===== src/bus_config.svh =====
`ifndef BUS_CONFIG_SVH
`define BUS_CONFIG_SVH

// CPU ports sharing the bus
`define BUS_N_MASTERS   4

`define BUS_ADDR_W      4
`define BUS_DATA_W      16
`define BUS_MEM_DEPTH   16

// Cycles the owner spends in WAIT for every transfer
`define BUS_WAIT_STATES 2

`endif


===== src/mem_pkg.sv =====
`include "bus_config.svh"

package mem_pkg;

    // ====================
    // Memory side types
    // ====================

    typedef logic [`BUS_DATA_W-1:0] mem_word_t;

    typedef logic [`BUS_ADDR_W-1:0] mem_addr_t;

    typedef enum logic {
        MEM_READ  = 1'b0,
        MEM_WRITE = 1'b1
    } mem_op_t;

endpackage


===== src/bus_pkg.sv =====
package bus_pkg;

    import mem_pkg::*;

    // ====================
    // Bus side types
    // ====================

    // Same six phases as the original CPU bus sequencer
    typedef enum logic [2:0] {
        IDLE   = 3'd0,
        REQ    = 3'd1,
        ADDR   = 3'd2,
        WAIT   = 3'd3,
        DATA   = 3'd4,
        FINISH = 3'd5
    } master_state_t;

    // One single-beat transfer as it travels across the bus
    typedef struct packed {
        mem_op_t   op;
        mem_addr_t addr;
        mem_word_t wdata;
    } bus_xfer_t;

endpackage


===== src/master_link_if.sv =====
`timescale 1ns/1ps

interface master_link_if
    import mem_pkg::*;
    import bus_pkg::*;
();

    logic      req;
    logic      ack;
    logic      addr_phase;
    bus_xfer_t xfer;
    logic      wait_s;
    logic      data_phase;
    mem_word_t rdata;

    modport master (
        output req,
        output addr_phase,
        output xfer,
        output data_phase,
        input  ack,
        input  wait_s,
        input  rdata
    );

    modport fabric (
        input  req,
        input  addr_phase,
        input  xfer,
        input  data_phase,
        output ack,
        output wait_s,
        output rdata
    );

endinterface


===== src/cpu_bus_master.sv =====
`timescale 1ns/1ps

module cpu_bus_master
    import mem_pkg::*;
    import bus_pkg::*;
(
    input  logic                 clk,
    input  logic                 arst_n,
    input  logic                 memop,
    input  mem_op_t              op,
    input  mem_addr_t            addr,
    input  mem_word_t            wdata,
    output logic                 stall,
    output logic                 done,
    output mem_word_t            rdata,
    master_link_if.master        link
);

    master_state_t state;
    master_state_t state_nxt;
    bus_xfer_t     xfer_q;
    mem_word_t     rdata_q;
    logic          rd_done;

    // ====================
    // Sequencer
    // ====================

    always_comb begin
        state_nxt = state;
        case (state)
            IDLE:    if (memop) state_nxt = REQ;
            REQ:     if (link.ack) state_nxt = ADDR;
            ADDR:    state_nxt = WAIT;
            WAIT:    if (!link.wait_s) state_nxt = DATA;
            DATA:    state_nxt = FINISH;
            // One spare cycle so the arbiter sees req fall before a new request
            FINISH:  state_nxt = IDLE;
            default: state_nxt = IDLE;
        endcase
    end

    always_ff @(posedge clk or negedge arst_n) begin
        if (!arst_n) begin
            state <= IDLE;
        end else begin
            state <= state_nxt;
        end
    end

    // Operands are frozen for the whole transfer once the sequencer leaves IDLE
    always_ff @(posedge clk) begin
        if (state == IDLE && memop) begin
            xfer_q <= '{op: op, addr: addr, wdata: wdata};
        end
    end

    // ====================
    // CPU side
    // ====================

    // The stall has to beat the clock edge, so a memop seen in IDLE stalls at once
    assign stall = (state == IDLE) ? memop : (state != FINISH);
    assign done  = (state == DATA);

    assign rd_done = done && (xfer_q.op == MEM_READ);

    always_ff @(posedge clk) begin
        if (rd_done) begin
            rdata_q <= link.rdata;
        end
    end

    // Read word is passed straight through in DATA and held afterwards
    assign rdata = rd_done ? link.rdata : rdata_q;

    // ====================
    // Bus side
    // ====================

    // Request follows the stall so that a free bus grants while we sit in REQ
    assign link.req        = stall;
    assign link.addr_phase = (state == ADDR);
    assign link.data_phase = (state == DATA);
    assign link.xfer       = xfer_q;

    ack_only_in_req: assert property (
        @(posedge clk) disable iff (!arst_n)
        link.ack |-> state == REQ
    ) else $error("bus ack seen outside REQ, state %s", state.name());

endmodule


===== src/bus_arbiter.sv =====
`timescale 1ns/1ps

`include "bus_config.svh"

module bus_arbiter
    import mem_pkg::*;
    import bus_pkg::*;
(
    input  logic          clk,
    input  logic          arst_n,
    master_link_if.fabric links [`BUS_N_MASTERS],
    output logic          addr_phase,
    output bus_xfer_t     xfer,
    input  logic          wait_s,
    input  mem_word_t     rdata
);

    localparam int N     = `BUS_N_MASTERS;
    localparam int IDX_W = (N > 1) ? $clog2(N) : 1;

    logic [N-1:0]     req_v;
    logic [N-1:0]     addr_phase_v;
    logic [N-1:0]     data_phase_v;
    bus_xfer_t        xfer_v [N];
    logic [N-1:0]     ack_q;
    logic             busy;
    logic [IDX_W-1:0] owner;
    logic [IDX_W-1:0] rr_ptr;
    logic [IDX_W-1:0] cand;
    logic [IDX_W-1:0] grant_idx;
    logic             grant_any;

    for (genvar i = 0; i < N; i++) begin : g_link
        assign req_v[i]        = links[i].req;
        assign addr_phase_v[i] = links[i].addr_phase;
        assign data_phase_v[i] = links[i].data_phase;
        assign xfer_v[i]       = links[i].xfer;

        assign links[i].ack    = ack_q[i];
        // Anyone but the owner is told to keep waiting
        assign links[i].wait_s = (busy && owner == IDX_W'(i)) ? wait_s : 1'b1;
        assign links[i].rdata  = (busy && owner == IDX_W'(i) && data_phase_v[i]) ? rdata : '0;
    end

    // ====================
    // Round robin pick
    // ====================

    // Search starts one past the previous owner
    always_comb begin
        grant_any = 1'b0;
        grant_idx = rr_ptr;
        for (int k = 0; k < N; k++) begin
            cand = IDX_W'((int'(rr_ptr) + k) % N);
            if (!grant_any && req_v[cand]) begin
                grant_any = 1'b1;
                grant_idx = cand;
            end
        end
    end

    always_ff @(posedge clk or negedge arst_n) begin
        if (!arst_n) begin
            busy   <= 1'b0;
            owner  <= '0;
            rr_ptr <= '0;
            ack_q  <= '0;
        end else begin
            ack_q <= '0;
            if (!busy && grant_any) begin
                busy             <= 1'b1;
                owner            <= grant_idx;
                rr_ptr           <= (grant_idx == IDX_W'(N - 1)) ? '0 : grant_idx + 1'b1;
                ack_q[grant_idx] <= 1'b1;
            end else if (busy && !req_v[owner]) begin
                // Owner reached FINISH, the bus is free from the next cycle
                busy <= 1'b0;
            end
        end
    end

    assign addr_phase = busy && addr_phase_v[owner];
    assign xfer       = xfer_v[owner];

    // At most one link is acknowledged or moving a transfer in any cycle
    ack_onehot: assert property (
        @(posedge clk) disable iff (!arst_n) $onehot0(ack_q | addr_phase_v | data_phase_v)
    ) else $error("more than one master on the bus at once: ack %b addr %b data %b",
                  ack_q, addr_phase_v, data_phase_v);

    ack_on_free_bus: assert property (
        @(posedge clk) disable iff (!arst_n)
        (|ack_q) |-> $past(!(|(addr_phase_v | data_phase_v)))
    ) else $error("bus ack issued while the bus was owned");

endmodule


===== src/mem_target.sv =====
`timescale 1ns/1ps

`include "bus_config.svh"

module mem_target
    import mem_pkg::*;
    import bus_pkg::*;
(
    input  logic      clk,
    input  logic      arst_n,
    input  logic      addr_phase,
    input  bus_xfer_t xfer,
    output logic      wait_s,
    output mem_word_t rdata
);

    localparam int WS    = `BUS_WAIT_STATES;
    localparam int CNT_W = (WS > 0) ? $clog2(WS + 1) : 1;

    logic [CNT_W-1:0] cnt;
    logic             fire;
    bus_xfer_t        xfer_q;
    mem_word_t        rdata_q;
    mem_word_t        mem [`BUS_MEM_DEPTH];

    // ====================
    // Wait states
    // ====================

    // The last wait state is the WAIT cycle in which the owner sees wait_s low,
    // so wait_s itself stays high one cycle less than the count
    always_ff @(posedge clk or negedge arst_n) begin
        if (!arst_n) begin
            cnt <= '0;
        end else if (addr_phase) begin
            cnt <= CNT_W'(WS);
        end else if (cnt != '0) begin
            cnt <= cnt - 1'b1;
        end
    end

    assign wait_s = (cnt > CNT_W'(1));
    assign fire   = (cnt == CNT_W'(1));

    always_ff @(posedge clk) begin
        if (addr_phase) begin
            xfer_q <= xfer;
        end
    end

    // ====================
    // Storage
    // ====================

    always_ff @(posedge clk or negedge arst_n) begin
        if (!arst_n) begin
            mem <= '{default: '0};
        end else if (fire && xfer_q.op == MEM_WRITE) begin
            mem[xfer_q.addr] <= xfer_q.wdata;
        end
    end

    // Read word lands as the owner enters DATA and stays until the next read
    always_ff @(posedge clk) begin
        if (fire && xfer_q.op == MEM_READ) begin
            rdata_q <= mem[xfer_q.addr];
        end
    end

    assign rdata = rdata_q;

    no_overlap: assert property (
        @(posedge clk) disable iff (!arst_n) addr_phase |-> cnt == '0
    ) else $error("address phase while a transfer is still in its wait states");

endmodule


===== src/mem_bus_top.sv =====
`timescale 1ns/1ps

`include "bus_config.svh"

module mem_bus_top
    import mem_pkg::*;
    import bus_pkg::*;
(
    input  logic                                          clk,
    input  logic                                          arst_n,
    input  logic [`BUS_N_MASTERS-1:0]                     memop,
    input  logic [`BUS_N_MASTERS-1:0]                     op,
    input  logic [`BUS_N_MASTERS-1:0][`BUS_ADDR_W-1:0]    addr,
    input  logic [`BUS_N_MASTERS-1:0][`BUS_DATA_W-1:0]    wdata,
    output logic [`BUS_N_MASTERS-1:0]                     stall,
    output logic [`BUS_N_MASTERS-1:0]                     done,
    output logic [`BUS_N_MASTERS-1:0][`BUS_DATA_W-1:0]    rdata
);

    logic      addr_phase;
    bus_xfer_t xfer;
    logic      wait_s;
    mem_word_t mem_rdata;

    master_link_if link [`BUS_N_MASTERS] ();

    // One sequencer per CPU port
    for (genvar i = 0; i < `BUS_N_MASTERS; i++) begin : g_cpu
        cpu_bus_master u_master (
            .clk    (clk),
            .arst_n (arst_n),
            .memop  (memop[i]),
            .op     (mem_op_t'(op[i])),
            .addr   (addr[i]),
            .wdata  (wdata[i]),
            .stall  (stall[i]),
            .done   (done[i]),
            .rdata  (rdata[i]),
            .link   (link[i])
        );
    end

    bus_arbiter u_arbiter (
        .clk        (clk),
        .arst_n     (arst_n),
        .links      (link),
        .addr_phase (addr_phase),
        .xfer       (xfer),
        .wait_s     (wait_s),
        .rdata      (mem_rdata)
    );

    mem_target u_target (
        .clk        (clk),
        .arst_n     (arst_n),
        .addr_phase (addr_phase),
        .xfer       (xfer),
        .wait_s     (wait_s),
        .rdata      (mem_rdata)
    );

endmodule


===== config.mk =====
export PLATFORM = sky130hd
export DESIGN_NAME = mem_bus_top
export DESIGN_NICKNAME = d
export VERILOG_FILES = /design/src/mem_pkg.sv /design/src/bus_pkg.sv /design/src/master_link_if.sv /design/src/cpu_bus_master.sv /design/src/bus_arbiter.sv /design/src/mem_target.sv /design/src/mem_bus_top.sv
export VERILOG_INCLUDE_DIRS = /design/src /design/src/src
export SDC_FILE = /design/constraint.sdc
export NUM_CORES = 1
export LEC_CHECK = 0
export ABC_AREA = 1
export ABC_CLOCK_PERIOD_IN_PS = 3700
export BUFFER_PORTS_ARGS = -buffer_cell sky130_fd_sc_hd__buf_4
export CAP_MARGIN = 15
export CORE_MARGIN = 1.5
export CORE_UTILIZATION = 40
export DETAILED_ROUTE_END_ITERATION = 12
export PLACE_DENSITY_LB_ADDON = 0.05
export SYNTH_ARGS = -nofsm -noshare
export SYNTH_HDL_FRONTEND = slang
export SYNTH_HIERARCHICAL = 1
export SYNTH_SLANG_ARGS = --single-unit

===== constraint.sdc =====
create_clock -name clk -period 3.7 [get_ports clk]
set_input_delay 0.74 -clock clk [delete_from_list [all_inputs] [get_ports clk]]
set_output_delay 0.74 -clock clk [all_outputs]
set_load 0.03 [all_outputs]

==> results of run 1 <==
==> flip-flops by register name, summed over array words and instances, names as in the netlist <==
register,count
u_target/mem,256
g_cpu.u_master/link.xfer,84
g_cpu.u_master/rdata_q,64
u_target/xfer_q,21
u_target/rdata,16
g_cpu.u_master/state,12
u_arbiter/ack_q,4
u_arbiter/owner,2
u_arbiter/rr_ptr,2
u_target/cnt,2
u_arbiter/busy,1
==> cells by family after synthesis <==
kind of cell	count (synthesis)
AND/OR/NAND/NOR	1282
AO/OA/AOI/OAI	387
flip-flops	464
buffers and inverters	345
adder cells (fa/ha/maj)	6
XOR/XNOR	1
==> report_power, final <==
group	switching, mW	internal [mW]	total [mW]
logic	0.0792	0.0645	0.144
registers	0	5.24	5.24
clock network	2.13	3.11	5.24
==> how the worst max path moves through the flow <==
stage | depth (start not counted) | slack [ns] | end
3_5_place_dp | 17 | 0.79 | u_arbiter/rr_ptr[1]$_DFFE_PN0P_
5_1_grt | 8 | 0.03 | rdata[29]
4_1_cts | 8 | 0.23 | rdata[24]
6_report | 8 | 0.29 | rdata[10]
3_3_place_gp | 17 | 0.90 | u_arbiter/rr_ptr[1]$_DFFE_PN0P_
2_1_floorplan | 2 | 0.44 | g_cpu[0].u_master/link.xfer[0]$_DFFE_PP_
==> area by class of cell <==
class / count / share of cell area [%]
multi-input cells: 1676 / 30.7
clock inverters: 22 / 0.943
well taps: 680 / 3.50
clock buffers: 75 / 6.22
inverters: 193 / 2.99
repair buffers: 208 / 6.62
flip-flops and latches: 464 / 49.0
==> critical path, stage by stage (launching register included) <==
cell	delay [ns]
dfrtp_1	0.49
nor2_4	0.20
nand2_1	0.09
inv_1	0.11
nand3_1	0.50
nor2_1	0.27
inv_1	0.07
o21ai_2	0.15
buf_4	0.20
==> cell usage in the layout (no fill, tap or decap), types with 2 or more instances in the layout <==
cell / Yosys / routed
a21oi_1: 5 / 5
a22oi_1: 36 / 36
buf_12: 0 / 3
buf_4: 8 / 204
bufinv_16: 0 / 4
clkbuf_1: 90 / 13
clkbuf_16: 0 / 54
clkbuf_8: 0 / 8
clkinv_1: 0 / 3
clkinv_2: 0 / 10
clkinvlp_4: 0 / 3
dfrtp_1: 279 / 279
dfxtp_1: 64 / 64
edfxtp_1: 121 / 121
ha_1: 6 / 6
inv_1: 187 / 186
inv_2: 6 / 6
nand2_1: 1125 / 1125
nand2_2: 6 / 6
nand3_1: 30 / 30
nand3b_4: 4 / 4
nand4_1: 5 / 5
nor2_1: 92 / 88
nor2_2: 1 / 5
nor2_4: 4 / 4
nor3_1: 5 / 5
nor3_2: 3 / 3
nor4_2: 0 / 4
o21ai_0: 265 / 265
o21ai_1: 8 / 8
o21ai_2: 64 / 64
o21ai_4: 2 / 2
o21bai_1: 4 / 4
==> through the flow <==
step,area (µm²),setup slack [ns],power [mW]
6_report,24300,0.290,10.6
5_1_grt,24300,0.0323,11.0
4_1_cts,24300,0.234,10.8
3_5_place_dp,22500,0.788,5.49
3_3_place_gp,22500,0.905,5.49
2_1_floorplan,20800,0.440,5.34
==> per-layer routing <==
layer  GRT usage, %  routed length, µm
met2           36.4              27500
met5              0                  0
met3           3.16               2380
met4           4.92                961
met1           30.2              26900
==> summary.txt, run 1 <==
Drt
  – Via count: approximately 16,000
  – Final wirelength: a little under 60,000 µm
  – Initial DRC Count: between 1,000 and 1,500
  – Vias/cell: 4.84
  – DRC Markers: 0
  – 1st-pass router iterations: 5
  – WL per Instance: between 15 and 20 µm
  – Post-DRT Antenna Nets: 0

Worst setup path
  – FF-to-FF End: u_arbiter/rr_ptr[1]$_DFFE_PN0P_
  – Startpoint types: register
  – Reg-to-reg startpoint: g_cpu[3].u_master/state[2]$_DFFE_PN0P_
  – FF-to-FF path depth: 16
  – Worst setup path start: g_cpu[0].u_master/state[0]$_DFFE_PN0P_
  – CP required: slightly below 3 ns
  – CP Class: reg -> out
  – CP arrival: 2.67 ns
  – Worst-path maximum fanout: 16
  – Crit end category: output pin
  – Reg2Reg Setup Slack: between 0.9 and 1 ns

Pwr
  – Total power per unit cell area: between 400 and 500 nW/µm²
  – Lkg Pwr: around 12 nW
  – Worst VDD drop: roughly 340 µV

Clocking
  – Post-CTS setup buffers: 0
  – H-tree depth: 2
  – Clock buffer count from CTS: 53
  – Max Buffers Root-to-Sink: 3
  – Clock tree root buffer cell: clkbuf_16
  – PostCTS Resize Cnt: 0
  – Hold-fix buffers at CTS: 0
  – Clk slew on worst S/H paths: 0.06 ns
  – TritonCTS clock tree: built
  – Clk_lat worst skew: roughly 0.60 ns
  – Clock sink total: approximately 460

Die
  – Chip width: 231 µm
  – Core ar.: about 51,000 µm²
  – Std-Cell Rows: 83
  – # IOs: 162
  – Initial Util: about two fifths
  – Full die area: approximately 53,000 µm²
  – DIE HEIGHT: about 230 µm

Logic synthesis
  – Synth Area in Compound Gates: 11.1%
  – Largest family of logic cells by synthesized area: simple AND/OR/NAND/NOR gates
  – Post-synth top flop: dfrtp_1
  – Flops & latches, synth: 464
  – Largest cells by area after synthesis: dfrtp_1, nand2_1, edfxtp_1
  – Mean Syn Cell Area: approximately 8.4 µm²
  – Post-synthesis mux area share: 0%
  – Synth Area in Adders: 0.361%
  – Async SR Flop Fraction: between 60% and 70%
  – Synthesized cell area: just over 20,000 µm²
  – Simple-gate portion of the synthesized area: roughly a quarter
  – Post-synthesis cell type count: 36
  – Count leader, synth: nand2_1
  – Post-synth top cells: nand2_1, dfrtp_1, o21ai_0, inv_1, edfxtp_1
  – Yosys warning total: 6
  – Post-synth top area share: between 30 and 40%
  – Syn Inst Count: 2,485
  – Net Count, Synth: 2,581
  – Post-Synth XOR/XNOR Area: 0.0421%
  – Post-synth top area cell: dfrtp_1
  – Post-synth EDFFs: approximately 120
  – Sequential element share of the synthesized area: 57.2%

STA
  – Worst-Margin Slew: roughly 0.77 ns
  – Sum Neg Setup Slack: 0 ns
  – Worst rel slew slack: between 40% and 50%
  – Post-layout min period: 3.41 ns
  – Endpoints failing setup: 0
  – Post-Route Skew: approximately 0.025 ns
  – Slew Limit Fails: 0
  – Hold Worst Slack: between 0.1 and 0.15 ns
  – Period utilization: between 90 and 100%
  – RSZ-0062 raised after global routing: false
  – FMAX: ~0.3 GHz
  – Final Hold Vio Count: 0

Min path
  – Hold Path Class: in -> async

Job
  – Max-cap viol count: 0

Place
  – GPL Wtd Cong: approximately 0.82
  – Placed Instances: ~3,200
  – DP HPWL: approximately 37,000 µm
  – PortBufs: roughly 160

Global route
  – Vias in the first global route: ~16,000
  – Largest net degree at the start of global routing: just under 90
  – First-pass GRT wire length: 90,600 µm
  – GRT Util Overall: ~22%
  – Initial antenna violation count: 0
  – GRT overflow: 0

Run status
  – Status: completed

Cells and area
  – Reg area: between 10,000 and 15,000 µm²
  – Final core utilization: 47.3%
  – Fillers: 5,071
  – Multi-input gate area: about 7500 µm²
  – Proportion of layout cells with a drive suffix above 1: between 10% and 20%
  – Fin cells: around 3,300
  – Area grow syn2layout: 16.8%
  – N_diodes: 0
  – Fin nets: around 2,700
Power figures use the tool's default switching activity.
==> run 2, diff against run 1 <==
- ABC_CLOCK_PERIOD_IN_PS: 3700 -> 3000
- clock period: 3.7 -> 3 ns (I/O delays scaled with it)
==> summary.txt, run 2 (synthesis gave the netlist of run 1 again) <==
Drt
  – Via count: 16,227 (+1.1%)
  – DRC Markers: 0 (unchanged)
  – Initial DRC Count: 1,114 (+6.2%)
  – Final wirelength: 56,600 µm (-1.9%)
  – WL per Instance: 16.9 µm (-2.6%)
  – Vias/cell: 4.85 (+0.38%)
  – 1st-pass router iterations: 5 (unchanged)
  – Post-DRT Antenna Nets: 0 (unchanged)

Clocking
  – Clk_lat worst skew: 0.60 ns (about the same)
  – TritonCTS clock tree: built
  – Max Buffers Root-to-Sink: 3 (unchanged)
  – Clk slew on worst S/H paths: 0.06 ns (about the same)
  – Clock sink total: 464 (unchanged)
  – H-tree depth: 2 (unchanged)
  – Clock buffer count from CTS: 53 (unchanged)
  – Clock tree root buffer cell: clkbuf_16

Pwr
  – Comb pwr share: 1.4% (about the same)
  – Total power: 13.2 mW (+24%)
  – Lkg Pwr: 11.8 nW (+1.1%)
  – Total power per unit cell area: 536 nW/µm² (+22%)
  – Reg power frac: 49.0% (-0.3 points)
  – Sw power: 2.67 mW (+21%)
  – Clock power frac: 49.6% (+0.3 points)
  – Int Pwr: 10.5 mW (+25%)
  – Worst VDD drop: 423 µV (+25%)
  – Sw Share: 20.3% (-0.53 points)

Cells and area
  – Proportion of layout cells with a drive suffix above 1: 15.7% (+0.92 points)
  – Final core utilization: 48.0% (+0.65 points)
  – Number of flip-flops in the largest register: 256 (unchanged)
  – Fin nets: 2,715 (+0.85%)
  – Area grow syn2layout: 18.4%
  – Most frequent cells in the layout: nand2_1, dfrtp_1, o21ai_0, buf_4, inv_1
  – Fin cells: 3,343 (+0.75%)
  – Commonest non-fill, non-tap cell in the layout: nand2_1
  – Largest register by flop count: u_target/mem

Die
  – Full die area: 53,300 µm² (unchanged)
  – # IOs: 162 (unchanged)
  – Initial Util: 40.5% (unchanged)
  – Std-Cell Rows: 83 (unchanged)
  – Chip width: 231 µm (unchanged)
  – DIE HEIGHT: 231 µm (unchanged)
  – Core ar.: 51,300 µm² (unchanged)

STA
  – Worst-Margin Slew: 0.766 ns (-0.0000487 ns)
  – Slew Limit Fails: 0 (unchanged)
  – Period utilization: 95.9%
  – Post-Route Skew: 0.0197 ns (-0.00504 ns)
  – Post-route worst setup slack: 0.124 ns (-0.166 ns)
  – Post-layout min period: approximately 2.9 ns
  – Sum Neg Setup Slack: 0 ns (unchanged)
  – RSZ-0062 raised after global routing: false
  – Final Hold Vio Count: 0 (unchanged)
  – Worst rel slew slack: 48.6% (-0.24 points)
  – FMAX: about 0.35 GHz
  – Endpoints failing setup: 0 (unchanged)

Global route
  – Vias in the first global route: 15,962 (+2.0%)
  – First-pass GRT wire length: 89,900 µm (-0.85%)
  – Initial antenna violation count: 1 (+1)
  – GRT Util Overall: 21.5% (-0.34 points)
  – GRT overflow: 0 (unchanged)
  – Largest net degree at the start of global routing: 131 (+51%)

Place
  – DP Worst Slack: 0.238 ns (-0.549 ns)
  – Placed Instances: 3,240 (+0.59%)
  – DP HPWL: 36,400 µm (-1.8%)
  – PortBufs: 161 (unchanged)
  – GPL Wtd Cong: 0.826 (+1.1%)

Worst setup path
  – Startpoint types: register
  – Worst-path maximum fanout: 8 (-8)
  – CP required: 2.40 ns (-0.56 ns)
  – CP arrival: 2.28 ns (-0.39 ns)
  – CP Class: reg -> out
  – Crit end category: output pin

Run status
  – Status: completed

Job
  – Max-cap viol count: 0 (unchanged)

Min path
  – Hold Path Class: in -> reg
-- run 2: cell types whose count changed in the layout (fill, tap and decap cells not counted), sizes merged --
cell,previous run,this run
buf,208,230
clkinv,14,8
dlygate4sd3,0,1
diode,0,1
clkbuf,75,85
clkinvlp,3,0
-- run 2: final cells by class --
type	instances	area, µm²
multi-input cells	1676	7510
repair buffers	231	1850
flip-flops and latches	464	11900
clock buffers	85	1600
inverters	193	727
clock inverters	13	166
well taps	680	851
fillers	5121	26700
diodes	1	2.50
-- run 2: path summary, 6_finish.rpt --
path	startpoint	endpoint	slack, ns	cells past startpoint
setup / recovery	g_cpu[1].u_master/state[1]$_DFFE_PN0P_	rdata[28]	0.12	9
hold / removal	wdata[63]	g_cpu[3].u_master/link.xfer[15]$_DFFE_PP_	0.17	1
setup reg to reg	g_cpu[3].u_master/state[1]$_DFFE_PN0P_	u_arbiter/rr_ptr[1]$_DFFE_PN0P_	0.38	16
hold reg to reg	g_cpu[3].u_master/rdata_q[0]$_DFF_P_	g_cpu[3].u_master/rdata_q[0]$_DFF_P_	0.44	2
max in group asynchronous	arst_n	u_target/mem[160]$_DFFE_PN0P_	1.61	3
min in group asynchronous	arst_n	u_target/mem[165]$_DFFE_PN0P_	0.50	2
-- run 2: power by group through the flow --
stage                     sequential [mW]  clock, mW  combinational [mW]
after floorplan                      6.59          0             0.00207
after global placement               6.59          0               0.187
after detailed placement             6.59          0               0.187
after CTS                            6.46       6.73               0.189
after global routing                 6.46       6.99               0.206
final                                6.47       6.54               0.181
-- run 2: timing repair --
item                       4_1_cts  5_1_grt
hold buffers                     1        0
setup endpoints to repair       17       48
gates resized for setup          2       20
buffers inserted                 0        2
hold endpoints to repair        41        0
pin swaps                        0        1
gates cloned                     0        1
-- run 2: per-stage QoR --
step | hold WS (ns) | area (µm²)
after detailed placement | 0.434 | 22800
after global placement | 0.431 | 22800
after global routing | 0.152 | 24600
final | 0.172 | 24600
after floorplan | 0.304 | 20800
after CTS | 0.138 | 24500
-- run 2: critical path, stage by stage (launching register included) --
cell and delay, ns:
dfrtp_2 0.46, nor2_4 0.15, nand2_1 0.09, inv_2 0.10, nand3_2 0.15, buf_4 0.23
nor2_1 0.09, inv_1 0.05, o21ai_2 0.15, buf_4 0.20
-- run 2: metal layers --
layer  GRT usage (%)  up-vias  share of wire, %
li1                -     8090                 -
met1            30.0     7714                46
met2            34.8      341                47
met3            2.95       82               4.5
met4            6.64        0               2.3
met5               0        -                 0
